## src/common/dbg_mem_pkg.sv

```systemverilog
package dbg_mem_pkg;

  // --------------------
  // sizes
  localparam int unsigned NrHarts     = 4;
  localparam int unsigned HartSelLen  = 2;
  localparam int unsigned BusWidth    = 32;
  localparam int unsigned BeWidth     = 4;
  localparam int unsigned DbgAddrBits = 12;
  localparam int unsigned DataCount   = 2;
  localparam int unsigned AbsCmdWords = 8;

  // --------------------
  // address map, low 12 bits of the zero page
  localparam logic [DbgAddrBits-1:0] HaltedAddr    = 12'h100;
  localparam logic [DbgAddrBits-1:0] GoingAddr     = 12'h108;
  localparam logic [DbgAddrBits-1:0] ResumingAddr  = 12'h110;
  localparam logic [DbgAddrBits-1:0] ExceptionAddr = 12'h118;
  localparam logic [DbgAddrBits-1:0] WhereToAddr   = 12'h300;
  localparam logic [DbgAddrBits-1:0] DataAddr      = 12'h380;
  localparam logic [DbgAddrBits-1:0] DataEndAddr   = DataAddr + DbgAddrBits'(4 * DataCount - 1);
  // program sits right below the data registers
  localparam logic [DbgAddrBits-1:0] AbsCmdAddr    = DataAddr - DbgAddrBits'(4 * AbsCmdWords);
  localparam logic [DbgAddrBits-1:0] AbsCmdEndAddr = DataAddr - DbgAddrBits'(1);
  localparam logic [DbgAddrBits-1:0] FlagsBase     = 12'h400;
  localparam logic [DbgAddrBits-1:0] FlagsEnd      = 12'h7FF;
  localparam logic [DbgAddrBits-1:0] ResumeAddr    = 12'h804;

  // --------------------
  // types
  typedef enum logic [3:0] {
    RegNone, RegHalted, RegGoing, RegResuming, RegException,
    RegWhereTo, RegData, RegAbsCmd, RegFlags
  } region_e;

  typedef enum logic [7:0] {
    AccessRegister = 8'd0,
    QuickAccess    = 8'd1,
    AccessMemory   = 8'd2
  } cmdtype_e;

  typedef enum logic [2:0] {
    CmdErrNone         = 3'd0,
    CmdErrNotSupported = 3'd2,
    CmdErrException    = 3'd3,
    CmdErrHaltResume   = 3'd4
  } cmderr_e;

  typedef enum logic [1:0] { Idle, Go, Resume, CmdExecuting } ctrl_state_e;

  // access register control field, top bit reserved
  typedef struct packed {
    logic        zero1;
    logic [2:0]  aarsize;
    logic        aarpostincrement;
    logic        postexec;
    logic        transfer;
    logic        write;
    logic [15:0] regno;
  } ac_ar_t;

  typedef struct packed {
    cmdtype_e    cmdtype;
    logic [23:0] control;
  } command_t;

  typedef struct packed {
    logic                req;
    logic                we;
    logic [BusWidth-1:0] addr;
    logic [BusWidth-1:0] wdata;
    logic [BeWidth-1:0]  be;
  } bus_req_t;

  // one decoded bus access
  typedef struct packed {
    region_e               region;
    logic                  we;
    logic [HartSelLen-1:0] hart;
    logic [2:0]            slot;
    logic [BusWidth-1:0]   wdata;
    logic [BeWidth-1:0]    be;
    logic                  err;
  } access_t;

  // --------------------
  // instruction encodings
  function automatic logic [31:0] jal(input logic [4:0] rd, input logic [20:0] imm);
    return {imm[20], imm[10:1], imm[11], imm[19:12], rd, 7'h6f};
  endfunction

  // size doubles as funct3: lb, lh, lw
  function automatic logic [31:0] load(input logic [2:0] size, input logic [4:0] dest,
                                       input logic [4:0] base, input logic [11:0] offset);
    return {offset, base, size, dest, 7'h03};
  endfunction

  function automatic logic [31:0] store(input logic [2:0] size, input logic [4:0] src,
                                        input logic [4:0] base, input logic [11:0] offset);
    return {offset[11:5], src, base, size, offset[4:0], 7'h23};
  endfunction

  function automatic logic [31:0] ebreak();
    return 32'h0010_0073;
  endfunction

  // addi x0, x0, 0
  function automatic logic [31:0] nop();
    return 32'h0000_0013;
  endfunction

endpackage

```

## src/rtl/dbg_abstract_gen.sv

```systemverilog
`timescale 1ns/1ps

module dbg_abstract_gen (
  input  dbg_mem_pkg::command_t                        cmd_i,
  output logic [dbg_mem_pkg::AbsCmdWords-1:0][31:0]    prog_o,
  output logic                                         unsupported_o
);
  import dbg_mem_pkg::*;

  // zero page, so x0 serves as load and store base
  localparam logic [4:0] BaseReg = 5'd0;

  ac_ar_t ac_ar;
  logic   unsupported;

  assign ac_ar = ac_ar_t'(cmd_i.control);

  // --------------------
  // command checks
  always_comb begin
    unsupported = 1'b0;
    // quick access and memory access are not implemented
    if (cmd_i.cmdtype != AccessRegister) unsupported = 1'b1;
    // 64 and 128 bit accesses
    if (ac_ar.aarsize >= 3'd3) unsupported = 1'b1;
    if (ac_ar.aarpostincrement) unsupported = 1'b1;
    // no program buffer behind the command
    if (ac_ar.postexec) unsupported = 1'b1;
    // reserved regno range
    if (ac_ar.regno[15:14] != 2'b00) unsupported = 1'b1;
    // csr space
    if (!ac_ar.regno[12]) unsupported = 1'b1;
    // fpr space
    if (ac_ar.regno[5]) unsupported = 1'b1;
  end

  // --------------------
  // program words
  always_comb begin
    prog_o    = '0;
    prog_o[0] = nop();
    prog_o[1] = nop();
    prog_o[2] = ebreak();
    if (unsupported || !ac_ar.transfer) begin
      // leave right away
      prog_o[0] = ebreak();
    end else if (ac_ar.write) begin
      // data register into gpr
      prog_o[1] = load(ac_ar.aarsize, ac_ar.regno[4:0], BaseReg, DataAddr);
    end else begin
      // gpr into data register
      prog_o[1] = store(ac_ar.aarsize, ac_ar.regno[4:0], BaseReg, DataAddr);
    end
  end

  assign unsupported_o = unsupported;

endmodule

```

## src/rtl/dbg_bus_decode.sv

```systemverilog
`timescale 1ns/1ps

module dbg_bus_decode (
  input  dbg_mem_pkg::bus_req_t bus_i,
  output dbg_mem_pkg::access_t  access_o
);
  import dbg_mem_pkg::*;

  logic [DbgAddrBits-1:0] addr;
  logic [DbgAddrBits-1:0] data_off;
  logic [DbgAddrBits-1:0] abs_off;
  logic [DbgAddrBits-1:0] flag_off;
  region_e                region;
  logic                   err;

  // only the low page bits are decoded
  assign addr     = bus_i.addr[DbgAddrBits-1:0];
  assign data_off = addr - DataAddr;
  assign abs_off  = addr - AbsCmdAddr;
  assign flag_off = addr - FlagsBase;

  always_comb begin
    region = RegNone;
    err    = 1'b0;
    if (bus_i.req) begin
      unique case (addr) inside
        HaltedAddr:                 region = RegHalted;
        GoingAddr:                  region = RegGoing;
        ResumingAddr:               region = RegResuming;
        ExceptionAddr:              region = RegException;
        WhereToAddr:                region = RegWhereTo;
        [DataAddr:DataEndAddr]:     region = RegData;
        [AbsCmdAddr:AbsCmdEndAddr]: region = RegAbsCmd;
        [FlagsBase:FlagsEnd]:       region = RegFlags;
        default:                    region = RegNone;
      endcase

      unique case (region)
        // unmapped
        RegNone: err = 1'b1;
        // read only windows
        RegWhereTo, RegAbsCmd, RegFlags: err = bus_i.we;
        // flag writes must carry the low byte, it holds the hart index
        RegHalted, RegGoing, RegResuming, RegException: err = bus_i.we && !bus_i.be[0];
        // data registers take any byte mix
        default: err = 1'b0;
      endcase

      if (addr[1:0] != 2'b00) begin
        err = 1'b1;
      end
    end
  end

  // --------------------
  // pack the access, a faulty access has no effect downstream
  always_comb begin
    access_o.region = err ? RegNone : region;
    access_o.we     = bus_i.we;
    access_o.wdata  = bus_i.wdata;
    access_o.be     = bus_i.be;
    access_o.err    = err;
    // writing hart names itself in wdata, polling hart by byte lane
    access_o.hart   = (region == RegFlags) ? flag_off[HartSelLen-1:0]
                                           : bus_i.wdata[HartSelLen-1:0];
    unique case (region)
      RegData:   access_o.slot = data_off[4:2];
      RegAbsCmd: access_o.slot = abs_off[4:2];
      // slot 0 is the word holding the per hart flag bytes
      RegFlags:  access_o.slot = {2'b00, |flag_off[DbgAddrBits-1:2]};
      default:   access_o.slot = 3'd0;
    endcase
  end

endmodule

```

## src/rtl/dbg_cmd_ctrl.sv

```systemverilog
`timescale 1ns/1ps

module dbg_cmd_ctrl (
  input  logic                            clk_i,
  input  logic                            rst_ni,
  input  dbg_mem_pkg::access_t            access_i,
  input  logic                            ndmreset_i,
  input  logic [19:0]                     hartsel_i,
  input  logic [dbg_mem_pkg::NrHarts-1:0] haltreq_i,
  input  logic [dbg_mem_pkg::NrHarts-1:0] resumereq_i,
  input  logic                            clear_resumeack_i,
  input  logic                            cmd_valid_i,
  input  logic                            unsupported_i,
  output logic [dbg_mem_pkg::NrHarts-1:0] halted_o,
  output logic [dbg_mem_pkg::NrHarts-1:0] resuming_o,
  // go and resume, only the selected hart bit can be set
  output logic [dbg_mem_pkg::NrHarts-1:0] go_o,
  output logic [dbg_mem_pkg::NrHarts-1:0] resume_o,
  output logic                            cmdbusy_o,
  output logic                            cmderror_valid_o,
  output dbg_mem_pkg::cmderr_e            cmderror_o
);
  import dbg_mem_pkg::*;

  ctrl_state_e           state_d, state_q;
  logic [NrHarts-1:0]    halted_d, halted_q;
  logic [NrHarts-1:0]    resuming_d, resuming_q;
  logic [NrHarts-1:0]    sel_mask;
  logic [HartSelLen-1:0] hartsel;
  logic                  halted_wr, going_wr, resuming_wr, exception_wr;
  logic                  resume_ok;

  assign hartsel  = hartsel_i[HartSelLen-1:0];
  assign sel_mask = {{(NrHarts-1){1'b0}}, 1'b1} << hartsel;

  // flag writes from the harts
  assign halted_wr    = access_i.we && (access_i.region == RegHalted);
  assign going_wr     = access_i.we && (access_i.region == RegGoing);
  assign resuming_wr  = access_i.we && (access_i.region == RegResuming);
  assign exception_wr = access_i.we && (access_i.region == RegException);

  // resume is ignored while halting is requested or the last ack is not cleared
  assign resume_ok = resumereq_i[hartsel] && !resuming_q[hartsel] &&
                     !haltreq_i[hartsel] && halted_q[hartsel];

  // --------------------
  // command and resume FSM
  always_comb begin
    state_d          = state_q;
    cmderror_valid_o = 1'b0;
    cmderror_o       = CmdErrNone;
    unique case (state_q)
      Idle: begin
        if (cmd_valid_i) begin
          if (!halted_q[hartsel]) begin
            cmderror_valid_o = 1'b1;
            cmderror_o       = CmdErrHaltResume;
          end else if (unsupported_i) begin
            cmderror_valid_o = 1'b1;
            cmderror_o       = CmdErrNotSupported;
          end else begin
            state_d = Go;
          end
        end else if (resume_ok) begin
          state_d = Resume;
        end
      end
      // hart picks up the program, then reports going
      Go:           if (going_wr) state_d = CmdExecuting;
      Resume:       if (resuming_q[hartsel]) state_d = Idle;
      CmdExecuting: if (halted_wr && (access_i.hart == hartsel)) state_d = Idle;
      default:      state_d = Idle;
    endcase
    if (exception_wr) begin
      cmderror_valid_o = 1'b1;
      cmderror_o       = CmdErrException;
    end
    if (ndmreset_i) state_d = Idle;
  end

  // per hart status bits
  always_comb begin
    halted_d   = halted_q;
    resuming_d = resuming_q;
    if (clear_resumeack_i) resuming_d[hartsel] = 1'b0;
    if (halted_wr) halted_d[access_i.hart] = 1'b1;
    if (resuming_wr) begin
      halted_d[access_i.hart]   = 1'b0;
      resuming_d[access_i.hart] = 1'b1;
    end
    if (ndmreset_i) begin
      halted_d   = '0;
      resuming_d = '0;
    end
  end

  always_ff @(posedge clk_i or negedge rst_ni) begin
    if (!rst_ni) begin
      state_q    <= Idle;
      halted_q   <= '0;
      resuming_q <= '0;
    end else begin
      state_q    <= state_d;
      halted_q   <= halted_d;
      resuming_q <= resuming_d;
    end
  end

  assign cmdbusy_o  = (state_q != Idle);
  assign go_o       = (state_q == Go) ? sel_mask : '0;
  assign resume_o   = (state_q == Resume) ? sel_mask : '0;
  assign halted_o   = halted_q;
  assign resuming_o = resuming_q;

endmodule

```

## src/rtl/dbg_mem_response.sv

```systemverilog
`timescale 1ns/1ps

module dbg_mem_response (
  input  logic                                       clk_i,
  input  logic                                       rst_ni,
  input  dbg_mem_pkg::access_t                       access_i,
  input  logic [dbg_mem_pkg::DataCount-1:0][31:0]    data_i,
  input  logic [dbg_mem_pkg::AbsCmdWords-1:0][31:0]  prog_i,
  input  logic [dbg_mem_pkg::NrHarts-1:0]            go_i,
  input  logic [dbg_mem_pkg::NrHarts-1:0]            resume_i,
  input  logic                                       cmdbusy_i,
  output logic [dbg_mem_pkg::DataCount-1:0][31:0]    data_o,
  output logic                                       data_valid_o,
  output logic [dbg_mem_pkg::BusWidth-1:0]           rdata_o,
  output logic                                       err_o
);
  import dbg_mem_pkg::*;

  logic [DataCount-1:0][31:0] data_bits;
  logic [BusWidth-1:0]        rdata_d, rdata_q;
  logic                       err_q;

  // --------------------
  // data register writes, merged byte by byte over data_i
  always_comb begin
    data_bits    = data_i;
    data_valid_o = 1'b0;
    if (access_i.we && (access_i.region == RegData)) begin
      data_valid_o = 1'b1;
      for (int unsigned b = 0; b < BeWidth; b++) begin
        if (access_i.be[b]) begin
          data_bits[access_i.slot[0]][b*8 +: 8] = access_i.wdata[b*8 +: 8];
        end
      end
    end
  end

  assign data_o = data_bits;

  // read data, answered next cycle
  always_comb begin
    rdata_d = '0;
    if (!access_i.we) begin
      unique case (access_i.region)
        RegData:   rdata_d = data_i[access_i.slot[0]];
        RegAbsCmd: rdata_d = prog_i[access_i.slot];
        RegFlags: begin
          // one byte per hart, {resume, go} in the low bits
          if (access_i.slot == 3'd0) begin
            for (int unsigned h = 0; h < NrHarts; h++) begin
              rdata_d[h*8 +: 8] = {6'b0, resume_i[h], go_i[h]};
            end
          end
        end
        RegWhereTo: begin
          // resume wins, busy also covers the resume state
          if (|resume_i) begin
            rdata_d = jal(5'd0, 21'(ResumeAddr) - 21'(WhereToAddr));
          end else if (cmdbusy_i) begin
            rdata_d = jal(5'd0, 21'(AbsCmdAddr) - 21'(WhereToAddr));
          end
        end
        default: rdata_d = '0;
      endcase
    end
  end

  always_ff @(posedge clk_i or negedge rst_ni) begin
    if (!rst_ni) begin
      rdata_q <= '0;
      err_q   <= 1'b0;
    end else begin
      rdata_q <= rdata_d;
      err_q   <= access_i.err;
    end
  end

  assign rdata_o = rdata_q;
  assign err_o   = err_q;

endmodule

```

## src/rtl/dbg_mem_top.sv

```systemverilog
`timescale 1ns/1ps

module dbg_mem_top (
  input  logic                                           clk_i,
  input  logic                                           rst_ni,
  input  logic                                           ndmreset_i,
  input  logic [19:0]                                    hartsel_i,
  // run control from the debug module registers
  input  logic [dbg_mem_pkg::NrHarts-1:0]                haltreq_i,
  input  logic [dbg_mem_pkg::NrHarts-1:0]                resumereq_i,
  input  logic                                           clear_resumeack_i,
  output logic [dbg_mem_pkg::NrHarts-1:0]                debug_req_o,
  output logic [dbg_mem_pkg::NrHarts-1:0]                halted_o,
  output logic [dbg_mem_pkg::NrHarts-1:0]                resuming_o,
  // data registers
  input  logic [dbg_mem_pkg::DataCount-1:0][31:0]        data_i,
  output logic [dbg_mem_pkg::DataCount-1:0][31:0]        data_o,
  output logic                                           data_valid_o,
  // abstract command handshake
  input  logic                                           cmd_valid_i,
  input  dbg_mem_pkg::command_t                          cmd_i,
  output logic                                           cmderror_valid_o,
  output dbg_mem_pkg::cmderr_e                           cmderror_o,
  output logic                                           cmdbusy_o,
  // hart side bus
  input  dbg_mem_pkg::bus_req_t                          bus_i,
  output logic [dbg_mem_pkg::BusWidth-1:0]               rdata_o,
  output logic                                           err_o
);
  import dbg_mem_pkg::*;

  access_t                              access;
  logic [AbsCmdWords-1:0][31:0]         prog;
  logic                                 unsupported;
  logic [NrHarts-1:0]                   go;
  logic [NrHarts-1:0]                   resume;

  // halt requests go straight to the harts
  assign debug_req_o = haltreq_i;

  dbg_bus_decode i_decode (
    .bus_i    (bus_i),
    .access_o (access)
  );

  dbg_cmd_ctrl i_ctrl (
    .clk_i             (clk_i),
    .rst_ni            (rst_ni),
    .access_i          (access),
    .ndmreset_i        (ndmreset_i),
    .hartsel_i         (hartsel_i),
    .haltreq_i         (haltreq_i),
    .resumereq_i       (resumereq_i),
    .clear_resumeack_i (clear_resumeack_i),
    .cmd_valid_i       (cmd_valid_i),
    .unsupported_i     (unsupported),
    .halted_o          (halted_o),
    .resuming_o        (resuming_o),
    .go_o              (go),
    .resume_o          (resume),
    .cmdbusy_o         (cmdbusy_o),
    .cmderror_valid_o  (cmderror_valid_o),
    .cmderror_o        (cmderror_o)
  );

  dbg_abstract_gen i_abs_gen (
    .cmd_i         (cmd_i),
    .prog_o        (prog),
    .unsupported_o (unsupported)
  );

  dbg_mem_response i_response (
    .clk_i        (clk_i),
    .rst_ni       (rst_ni),
    .access_i     (access),
    .data_i       (data_i),
    .prog_i       (prog),
    .go_i         (go),
    .resume_i     (resume),
    .cmdbusy_i    (cmdbusy_o),
    .data_o       (data_o),
    .data_valid_o (data_valid_o),
    .rdata_o      (rdata_o),
    .err_o        (err_o)
  );

endmodule

```

## config.mk

```make
export PLATFORM = sky130hd
export DESIGN_NAME = dbg_mem_top
export DESIGN_NICKNAME = d
export VERILOG_FILES = /design/src/common/dbg_mem_pkg.sv /design/src/rtl/dbg_abstract_gen.sv /design/src/rtl/dbg_bus_decode.sv /design/src/rtl/dbg_cmd_ctrl.sv /design/src/rtl/dbg_mem_response.sv /design/src/rtl/dbg_mem_top.sv
export SDC_FILE = /design/constraint.sdc
export NUM_CORES = 1
export LEC_CHECK = 0
export ABC_AREA = 0
export BUFFER_PORTS_ARGS = -buffer_cell sky130_fd_sc_hd__buf_2
export CAP_MARGIN = 0
export CORE_AREA = 2 2 124 126
export DETAILED_ROUTE_END_ITERATION = 8
export DIE_AREA = 0 0 126 128
export SLEW_MARGIN = 20
export SYNTH_ARGS = -nofsm -noshare
export SYNTH_HDL_FRONTEND = slang
export SYNTH_SLANG_ARGS = --single-unit
```

## constraint.sdc

```tcl
create_clock -name clk_i -period 3 [get_ports clk_i]
set_input_delay 0.3 -clock clk_i [delete_from_list [all_inputs] [get_ports clk_i]]
set_output_delay 0.3 -clock clk_i [all_outputs]
set_load 0.02 [all_outputs]
```

==> results of run 1 <==
-- state kept, by name, summed over array words and instances (netlist names) --
name                cells
i_response.rdata_o     32
i_response.err_o        1
i_ctrl.state_q          2
i_ctrl.halted_o         4
i_ctrl.resuming_o       4
-- report_power, final --
part	total, W	switching, W	leakage (nW)	internal, W
clock	0.000718	0.000240	0.0911	0.000478
sequential	0.000587	0.00000442	0.596	0.000583
combinational	0.000589	0.000303	2.69	0.000286
-- through the flow --
stage,power (W),instance area (um^2),setup TNS [ps],cells,setup slack (ps)
floorplan,0.000871,4290,0,441,165
global placement,0.00112,5990,-6130,903,-144
detailed placement,0.00112,5990,-7710,903,-172
CTS,0.00190,6630,-2440,913,-79.1
global route,0.00197,6670,-8870,914,-175
finish,0.00189,6670,-3540,914,-92.5
-- metal layers --
layer	track usage	share of wire	vias up
met4	0.0356	0.014	0
met1	0.250	0.42	2185
li1	-	-	2235
met3	0.0334	0.058	19
met5	0	0	-
met2	0.362	0.51	178
-- timing repair --
action	4_1_cts	5_1_grt
pin swaps	8	2
endpoints found under the setup margin	64	69
buffers inserted	2	1
gates resized for setup	135	5
-- area by class of cell --
class,instances,share of cell area
multi-input cells,359,0.456
clock inverters,2,0.00901
inverters,9,0.00507
well taps,188,0.0353
flip-flops and latches,43,0.161
clock buffers,6,0.0193
repair buffers,307,0.314
-- final timing paths --
kind | start | endpoint | slack, ps | cells past startpoint
min | rst_ni | i_response.rdata_o[24]$_DFF_PN0_ | 10 | 1
min reg2reg | i_ctrl.halted_o[3]$_DFF_PN0_ | i_ctrl.halted_o[3]$_DFF_PN0_ | 520 | 1
max in group asynchronous | rst_ni | i_response.rdata_o[20]$_DFF_PN0_ | 2580 | 1
min in group clk_i | cmd_i[20] | i_response.rdata_o[12]$_DFF_PN0_ | 230 | 3
max reg2reg | i_ctrl.resuming_o[2]$_DFF_PN0_ | i_ctrl.state_q[1]$_DFFE_PN0P_ | 1250 | 6
max | bus_i[42] | data_o[20] | -90 | 10
-- cell families (layout without fill, tap and decap cells) --
family          count (synthesis)  after routing
buf+inv                        39            324
xor+xnor                        3              3
compound gates                100            100
simple gates                  171            171
flops                          43             43
mux                            85             85
-- cell usage in the layout (no fill, tap or decap), types with 3 or more instances in the layout --
| cell | Yosys | final |
|---|---|---|
| nor4_1 | 13 | 12 |
| mux2_4 | 64 | 64 |
| nand2_1 | 53 | 53 |
| buf_4 | 10 | 35 |
| or2_2 | 3 | 3 |
| nand2b_1 | 5 | 5 |
| xor2_1 | 3 | 3 |
| a21oi_1 | 29 | 29 |
| nand3_1 | 15 | 15 |
| a31oi_1 | 3 | 3 |
| nand4_1 | 6 | 6 |
| clkbuf_16 | 0 | 5 |
| nor2_1 | 16 | 15 |
| nor3_1 | 10 | 9 |
| a21o_1 | 6 | 6 |
| mux2i_1 | 19 | 19 |
| and2_1 | 4 | 4 |
| or3_1 | 7 | 7 |
| o32a_1 | 3 | 3 |
| and3_1 | 4 | 4 |
| nor3_2 | 2 | 3 |
| dfrtp_1 | 43 | 43 |
| buf_2 | 5 | 200 |
| o2bb2ai_1 | 4 | 4 |
| o21a_1 | 9 | 9 |
| buf_6 | 2 | 70 |
| nand4_4 | 8 | 8 |
| nand3b_1 | 7 | 7 |
| o22a_1 | 3 | 3 |
| nor2b_1 | 7 | 7 |
| inv_1 | 8 | 8 |
| a22oi_1 | 3 | 3 |
| o21ai_0 | 11 | 11 |
==> qor.yml, run 1 <==
global_routing:
  grt_first_pass_wirelength_um: 25300
  antenna_found_initial: 0
  grt_start_max_net_pins: 44
  grt_pass1_vias: 4605
  track_usage: 0.199
  overflow: 0
logic_synthesis:
  ys.flop_type: "dfrtp_1"
  synth_area_per_cell_um2: 9.73
  synth_compound_area_frac: 0.173
  yosysTopAreaCellShare: 0.251
  muxShareOfSynthArea: 0.279
  synthTopCellsByCount: "64 x mux2_4, 53 x nand2_1, 43 x dfrtp_1, 29 x a21oi_1, 19 x mux2i_1"
  yosysWarnings: 0
  synthAdderAreaFrac: 0
  synth_cell_types: 69
  synth_top_family_by_area: "multiplexers"
  ys_async_sr_fraction: 1.00
  yosysMostFrequentCell: "mux2_4"
  ys_seq_area_frac: 0.251
  syn_inst: 441
  synth_simple_gate_area_frac: 0.243
  synth_edf_count: 0
  synth.area.top_cells: "dfrtp_1 25%, mux2_4 22%, nand2_1 4.6%"
  yosys.area.top_type: "dfrtp_1"
  synthXorXnorAreaFrac: 0.00613
  synth_fp_nets: 640
  ys_ff_latch: 43
  syn_area_um2: 4290
cts:
  clk_pin_slew_worst_paths_ps: 60
  clk_latency_ps: 290
  root_buffer: "clkbuf_16"
  cts_sinks: 43
  cts.path.max_buffers: 2
  cts_hold_buf: 0
  cts_buffers: 5
  cts_tree: "done"
  htree_levels: 2
finish:
  layout.nets: 924
  area_growth_pct: 55.5
  post-route-util: 0.449
  fillers: 1459
  drive_gt1_frac: 0.565
  n_antenna_cell: 0
  multi_input_area_um2: 3040
  seqCellArea_um2: 1080
sta:
  hold_viol: 0
  whs_ps: 11.2
  slew_headroom: 0.605
  setup_ws_ps: -92.5
  fin_crit_ps: 3090
  rsz0062_at_grt: "yes"
  worst_pin_slew_ps: 593
  period_share: 1.03
  max_freq_mhz: 323
  fin_worst_skew_ps: 7.54
  slew_viol_final: 0
  finalSetupViolCount: 64
worst_setup_path:
  worstPathRequired_ps: 2700
  cp_max_fo: 8
  crit_type: "input pin to output pin"
  crit_top_cell: "buf_6"
  cp_top_family: "simple AND/OR/NAND/NOR gates"
  cp-start-kind: "input pin"
  crit_chain: "buf_6, or4_4, a221oi_4, nor2_2, a2111oi_2, and3_1, buf_12, nand4_4, mux2_4, buf_6"
  cpPeakStageDelay_ps: 540
  cp_data_arrival_time_ps: 2790
  slowest_stage: "or4_4"
  worst_setup_path_end_kind: "output pin"
  cp_num_buf_inv: 3
route:
  drtIter0Drc: 190
  vias_per_cell: 5.05
  drc: 0
  vias: 4617
  finalWirelength_um: 16900
  wl_per_cell_um: 18.5
  antenna_left: 0
  first_pass_iters: 4
worst_hold_path:
  hold_class: "input pin to asynchronous set/reset pin"
floorplanning:
  pin_count: 314
  start_util: 0.289
  dieArea_um2: 16100
  die_h_um: 128
  core_um2: 14900
  die_w_um: 126
  rows: 45
pwr:
  powerDensity_nw_per_um2: 284
  power.leakage_nw: 3.37
  ir_drop_v: 0.000191
placed_design:
  dp_hpwl_um: 13500
  port_buffers: 267
  place_congestion: 0.885
outcome:
  status: "finished, violations left"
  failed_checks: "negative setup slack"
job:
  cap_violations: 0
Power figures use the tool's default switching activity.
==> run 2: changes to the inputs <==
--- a/config.mk
+++ b/config.mk
@@ -8,9 +8,9 @@
 export ABC_AREA = 0
 export BUFFER_PORTS_ARGS = -buffer_cell sky130_fd_sc_hd__buf_2
 export CAP_MARGIN = 0
-export CORE_AREA = 2 2 124 126
+export CORE_AREA = 2 2 123 125
 export DETAILED_ROUTE_END_ITERATION = 8
-export DIE_AREA = 0 0 126 128
+export DIE_AREA = 0 0 125 127
 export SLEW_MARGIN = 20
 export SYNTH_ARGS = -nofsm -noshare
 export SYNTH_HDL_FRONTEND = slang
==> constraint.sdc (replaced) <==
create_clock -name clk_i -period 2.8 [get_ports clk_i]
set_input_delay 0.28 -clock clk_i [delete_from_list [all_inputs] [get_ports clk_i]]
set_output_delay 0.28 -clock clk_i [all_outputs]
set_load 0.02 [all_outputs]
==> run 2 against run 1 <==
  * Via count is 4.6% higher
  * Worst hold slack worse by 11 ps
  * The flow still finishes with violations (negative setup slack)
  * Critical path type unchanged
  * Global-route usage is 1.3 points higher
  * Non-clock buffer count is 28 higher
  * Clock-buffer cell count is 1 lower
  * Wire length is 4.0% higher
  * Utilization is 1.6 points higher
  * Die area is 1.6% lower
  * Total power is 3.5% lower
  * Register-to-register slack worse by 230 ps
  * Largest power group is now registers
  * Sequential power is 7.2% higher
  * Highest routed layer unchanged
==> qor.yml, run 2 (synthesized netlist as in run 1, its figures left out) <==
outcome:
  status: "finished, violations left"
  failed_checks: "negative setup slack"
global_routing:
  overflow: 0  # unchanged
  grt_pass1_vias: 4980  # +8.1%
  antenna_found_initial: 1  # +1
  track_usage: 0.212  # +0.0134
  grt_first_pass_wirelength_um: 27000  # +6.8%
  grt_start_max_net_pins: 44  # unchanged
worst_setup_path:
  reg2reg_to: "i_ctrl.state_q[1]$_DFFE_PN0P_"
  worst_setup_path_end_kind: "output pin"
  worstPathRequired_ps: 2520  # -180 ps
  r2r_start: "i_ctrl.resuming_o[2]$_DFF_PN0_"
  r2r_slack_ps: 1020  # -230 ps
  reg2reg_depth: 6  # unchanged
  cp_max_fo: 8  # unchanged
  cp-start-kind: "input pin"
  crit_type: "input pin to output pin"
  cp_data_arrival_time_ps: 2780  # about the same
route:
  wl_per_cell_um: 18.7  # +1.3%
  first_pass_iters: 4  # unchanged
  vias: 4831  # +4.6%
  drc: 0  # unchanged
  drtIter0Drc: 238  # +25%
  vias_per_cell: 5.14  # +1.8%
  finalWirelength_um: 17600  # +4.0%
  antenna_left: 0  # unchanged
pwr:
  ir_drop_v: 0.000239  # +26%
  p_int_w: 0.00125  # -7.5%
  power.leakage_nw: 3.43  # +1.8%
  power_switching_w: 0.000581  # +6.1%
  pwr-share-seq: 0.344  # +0.034
  powerDensity_nw_per_um2: 273  # -4.0%
  combPwrFrac: 0.340  # +0.029
  total_power_w: 0.00183  # -3.5%
  p_sw_frac: 0.318  # +0.0288
  p_clk_frac: 0.315  # -0.064
placed_design:
  placed_cells: 925  # +2.4%
  place_congestion: 0.893  # +0.94%
  dp_hpwl_um: 14500  # +7.4%
  port_buffers: 267  # unchanged
cts:
  cts_tree: "done"
  clk_latency_ps: 280  # about the same
  cts_buffers: 5  # unchanged
  clk_pin_slew_worst_paths_ps: 60  # about the same
  cts.path.max_buffers: 2  # unchanged
  htree_levels: 2  # unchanged
  root_buffer: "clkbuf_16"
  cts_sinks: 43  # unchanged
finish:
  mostFrequentLayoutCells: "232 x buf_2, 64 x mux2_4, 61 x buf_4, 53 x nand2_1, 43 x dfrtp_1"
  final_common_cell: "buf_2"
  fillers: 1395  # -4.4%
  post-route-util: 0.464  # +0.0158
  layout.nets: 952  # +3.0%
  fin_cells: 939  # +2.7%
  drive_gt1_frac: 0.586  # +0.0215
  seqCellArea_um2: 1080  # unchanged
  largest_reg_flops: 32  # unchanged
  area_growth_pct: 56.2
  multi_input_area_um2: 3070  # +0.95%
sta:
  worst_pin_slew_ps: 586  # -7.36 ps
  fin_setup_tns_ps: -14720  # -11170 ps
  finalSetupViolCount: 64  # unchanged
  fin_worst_skew_ps: 3.87  # -3.67 ps
  rsz0062_at_grt: "yes"
  fin_crit_ps: 3060
  setup_ws_ps: -262  # -169 ps
  period_share: 1.09
  slew_headroom: 0.609  # +0.00491
  max_freq_mhz: 327
  slew_viol_final: 0  # unchanged
  hold_viol: 0  # unchanged
floorplanning:
  rows: 44  # -2.2%
  start_util: 0.297  # +0.00881
  die_w_um: 125  # -0.79%
  core_um2: 14400  # -3.0%
  die_h_um: 127  # -0.78%
  dieArea_um2: 15900  # -1.6%
  pin_count: 314  # unchanged
job:
  cap_violations: 0  # unchanged
worst_hold_path:
  hold_class: "input pin to asynchronous set/reset pin"
-- run 2: cell types whose count changed in the layout (fill, tap and decap cells not counted), moves of 2 or more --
cell	change
buf_4	+26
bufinv_16	-2
buf_6	-34
buf_2	+32
clkinvlp_4	+2
buf_12	+3
-- run 2: power groups by stage --
stage,sequential (W),combinational (W),clock [W]
global placement,0.000641,0.000571,0
CTS,0.000629,0.000619,0.000596
finish,0.000629,0.000622,0.000576
detailed placement,0.000641,0.000579,0
global route,0.000630,0.000670,0.000635
floorplan,0.000641,0.000293,0
-- run 2: layer usage --
metal  vias to the layer above  share of wire  wire length, um  global-route usage
li1                       2291              -                -                   -
met5                         -              0                0                   0
met2                       185           0.53             9290               0.399
met4                         0          0.017              303              0.0471
met1                      2333           0.39             6930               0.249
met3                        22          0.059             1040              0.0440
-- run 2: worst max-delay path by stage --
| stage | start | end | depth (start not counted) |
|---|---|---|---|
| global route | bus_i[41] | data_o[37] | 10 |
| floorplan | bus_i[40] | data_o[0] | 9 |
| detailed placement | bus_i[41] | data_o[22] | 10 |
| CTS | bus_i[41] | data_o[54] | 10 |
| global placement | bus_i[41] | data_o[17] | 11 |
| finish | bus_i[41] | data_o[34] | 10 |
-- run 2: worst max-delay path: stages --
cell and delay, ps:
buf_6 90, or4_4 540, a221oi_4 350, nor2_2 90, a2111oi_2 240, and3_4 270
buf_6 150, nand4_4 240, mux2_4 370, buf_2 160
-- run 2: final cells by class --
type | instances | area share
Antenna cell | 1 | 0.000374
Clock buffer | 5 | 0.0187
Clock inverter | 3 | 0.00299
Inverter | 9 | 0.00504
Multi-Input combinational cell | 359 | 0.458
Sequential cell | 43 | 0.161
Tap cell | 184 | 0.0344
Timing Repair Buffer | 335 | 0.319
-- run 2: per-stage QoR --
step / setup slack [ps] / cell area, um^2 / hold WS (ps)
final: -262 / 6700 / 0.646
after global routing: -361 / 6700 / 33.4
after CTS: -292 / 6630 / 220
after detailed placement: -366 / 6210 / 506
after global placement: -336 / 6210 / 507
after floorplan: 4.95 / 4290 / -15.6
-- run 2: what timing repair did --
action	CTS	global route
pin swaps	6	10
buffers inserted	2	4
setup endpoints to repair	68	68
resized for setup	74	8
hold buffers	0	0
==> run 3: changes to the inputs <==
--- a/config.mk
+++ b/config.mk
@@ -5,12 +5,12 @@
 export SDC_FILE = /design/constraint.sdc
 export NUM_CORES = 1
 export LEC_CHECK = 0
-export ABC_AREA = 0
+export ABC_AREA = 1
 export BUFFER_PORTS_ARGS = -buffer_cell sky130_fd_sc_hd__buf_2
 export CAP_MARGIN = 0
-export CORE_AREA = 2 2 123 125
+export CORE_AREA = 2 2 122 124
 export DETAILED_ROUTE_END_ITERATION = 8
-export DIE_AREA = 0 0 125 127
+export DIE_AREA = 0 0 124 126
 export SLEW_MARGIN = 20
 export SYNTH_ARGS = -nofsm -noshare
 export SYNTH_HDL_FRONTEND = slang
==> run 3 against run 2 <==
  * The flow finishes with violations (negative hold slack)
  * First-iteration DRC count rose by 1.3%
  * Via count increased by 13%
  * Synthesized area decreased by 1.5%
  * Synthesized cell count up 58%
  * Sequential power rose by 3.5%
  * Final area decreased by 4.3%
  * Cell count up 24%
  * Flip-flop and latch count unchanged
  * Total power is 6.5% higher
  * Clock-buffer cell count unchanged
  * Combinational power rose by 9.3%
  * Worst hold slack worse by 17 ps
  * Largest cell class unchanged
  * Largest power group is now combinational logic
==> qor.yml, run 3 <==
job:
  cap_violations: 0  # unchanged
floorplanning:
  die_w_um: 124  # -0.80%
  dieArea_um2: 15600  # -1.6%
  rows: 44  # unchanged
  core_um2: 14300  # -0.76%
  start_util: 0.295  # -0.00235
  pin_count: 314  # unchanged
  die_h_um: 126  # -0.79%
pwr:
  ir_drop_v: 0.000219  # -8.4%
  power.leakage_nw: 3.77  # +9.7%
  powerDensity_nw_per_um2: 304  # +11%
placed_design:
  port_buffers: 267  # unchanged
  dp_hpwl_um: 13600  # -6.6%
  place_congestion: 0.871  # -2.5%
  dp_slack_ps: 22.8  # +389 ps
  placed_cells: 1142  # +23%
sta:
  fin_setup_tns_ps: 0  # +14720 ps
  worst_pin_slew_ps: 560  # -25.6 ps
  hold_viol: 43  # +43
  max_freq_mhz: 377  # +16%
  period_share: 0.947  # -0.147
  setup_ws_ps: 149  # +411 ps
  fin_worst_skew_ps: 6.20  # +2.33 ps
  whs_ps: -16.1  # -16.7 ps
  finalSetupViolCount: 0  # -100%
  slew_headroom: 0.627  # +0.0171
  slew_viol_final: 0  # unchanged
  fin_crit_ps: 2650  # -411 ps
cts:
  root_buffer: "clkbuf_16"
  clk_latency_ps: 290  # about the same
  cts_sinks: 43  # unchanged
  clk_pin_slew_worst_paths_ps: 70  # about the same
  htree_levels: 2  # unchanged
  cts_hold_buf: 0  # unchanged
  cts.path.max_buffers: 2  # unchanged
  cts_tree: "done"
  cts_buffers: 5  # unchanged
global_routing:
  use_met3: 0.0331  # -0.0109
  grt_first_pass_wirelength_um: 24600  # -9.0%
  grt-busiest-layer: "met2"
  use_met2: 0.346  # -0.0525
  grt_pass1_vias: 4874  # -2.1%
  overflow: 0  # unchanged
  grt_start_max_net_pins: 44  # unchanged
  use_met1: 0.263  # +0.0139
  antenna_found_initial: 0  # -1
  track_usage: 0.202  # -0.0108
logic_synthesis:
  yosysMostFrequentCell: "nand2_1"
  ys_async_sr_fraction: 1.00  # unchanged
  syn_area_um2: 4220  # -1.5%
  yosys.area.top_type: "dfrtp_1"
  ys.flop_type: "dfrtp_1"
  synth_area_per_cell_um2: 6.07  # -38%
  ys_ff_latch: 43  # unchanged
  ys_seq_area_frac: 0.255  # +0.00394
  synth.area.top_cells: "dfrtp_1 25%, nand2_1 22%, inv_1 8.5%"
  synth_edf_count: 0  # unchanged
  synthTopCellsByCount: "250 x nand2_1, 96 x inv_1, 69 x nor2_1, 47 x nand3_1, 43 x dfrtp_1"
  syn_inst: 696  # +58%
  yosysWarnings: 0  # unchanged
  yosysTopAreaCellShare: 0.255  # +0.00394
  synth_fp_nets: 895  # +40%
  synth_cell_types: 38  # -45%
worst_setup_path:
  cp-start-kind: "input pin"
  r2r_start: "i_ctrl.halted_o[1]$_DFF_PN0_"
  worstPathRequired_ps: 2520  # about the same
  r2r_slack_ps: 1250  # +230 ps
  crit_path_end: "data_o[22]"
  reg2reg_depth: 10  # +4
  crit_type: "input pin to output pin"
  cp_max_fo: 8  # unchanged
  setup.worst_path.start: "bus_i[39]"
  reg2reg_to: "i_ctrl.state_q[0]$_DFFE_PN0P_"
  worst_setup_path_end_kind: "output pin"
  cp_data_arrival_time_ps: 2370  # -410 ps
finish:
  area_growth_pct: 51.8
  mostFrequentLayoutCells: "253 x buf_2, 242 x nand2_1, 94 x inv_1, 66 x nor2_1, 45 x nand3_1"
  final_common_cell: "buf_2"
  post-route-util: 0.448  # -0.0165
  n_antenna_cell: 0  # -1
  seqCellArea_um2: 1080  # unchanged
  layout.nets: 1183  # +24%
  fin_cells: 1169  # +24%
  multi_input_area_um2: 2800  # -8.9%
  fillers: 1584  # +14%
  drive_gt1_frac: 0.405  # -0.181
  largest_reg_flops: 32  # unchanged
route:
  wl_per_cell_um: 14.4  # -23%
  vias: 5441  # +13%
  finalWirelength_um: 16900  # -3.9%
  drc: 0  # unchanged
  vias_per_cell: 4.65  # -9.5%
  first_pass_iters: 5  # +1
  antenna_left: 0  # unchanged
  drtIter0Drc: 241  # +1.3%
outcome:
  status: "finished, violations left"
  failed_checks: "negative hold slack"
worst_hold_path:
  hold_class: "input pin to asynchronous set/reset pin"
==> run 3: worst min-delay path by stage <==
| stage | from | end | slack (ps) |
|---|---|---|---|
| 6_report | rst_ni | i_response.rdata_o[16]$_DFF_PN0_ | -20 |
| 5_1_grt | rst_ni | i_response.rdata_o[16]$_DFF_PN0_ | 40 |
| 4_1_cts | rst_ni | i_response.rdata_o[28]$_DFF_PN0_ | 200 |
| 3_5_place_dp | rst_ni | i_response.rdata_o[16]$_DFF_PN0_ | 510 |
| 3_3_place_gp | rst_ni | i_response.rdata_o[17]$_DFF_PN0_ | 510 |
| 2_1_floorplan | rst_ni | i_ctrl.halted_o[0]$_DFF_PN0_ | -20 |
==> run 3: metal layers <==
layer,share of wire,vias to the layer above
met4,0.018,0
met3,0.065,21
met2,0.49,207
met1,0.43,2419
li1,-,2794
met5,0,-
==> run 3: metrics by stage <==
step,area (um^2),total power (W)
after detailed placement,5810,0.00132
after floorplan,4220,0.00103
after CTS,5960,0.00194
after global routing,6410,0.00206
after global placement,5810,0.00132
final,6410,0.00195
==> run 3: cells by family (layout without fill, tap and decap cells) <==
group,Yosys count,after routing,synth area share
flops,43,43,0.255
mux,4,4,0.00948
buf+inv,124,408,0.127
xor+xnor,1,1,0.00207
compound gates,107,107,0.161
simple gates,417,422,0.446
==> run 3: area by class of cell <==
class / instances / share of cell area
sequential: 43 / 0.168
clock inverter: 3 / 0.00371
timing repair buffer: 301 / 0.279
clock buffer: 5 / 0.0195
inverter: 99 / 0.0580
tap: 184 / 0.0359
multi-input combinational: 534 / 0.436
==> run 3: worst max-delay path: stages <==
cell,delay (ps)
clkbuf_4,150
nor2_2,140
nand2_2,90
inv_1,100
nand3_2,90
nand2_1,70
nor2_1,40
nand2_1,100
nand4_4,100
nor3_4,230
nand2_4,120
nor2_8,170
buf_12,130
nand3_4,80
clkbuf_16,190
o21ai_2,100
buf_2,180
==> run 3: repair_timing <==
item	4_1_cts	5_1_grt
setup endpoints to repair	0	64
buffers inserted	0	11
resized for setup	0	57
==> run 3: power breakdown <==
| group | internal [W] | leakage (nW) | switching [W] |
|---|---|---|---|
| Combinational | 0.000248 | 3.10 | 0.000431 |
| Clock | 0.000335 | 0.0664 | 0.000281 |
| Sequential | 0.000634 | 0.597 | 0.0000176 |
| Total | 0.00122 | 3.77 | 0.000730 |
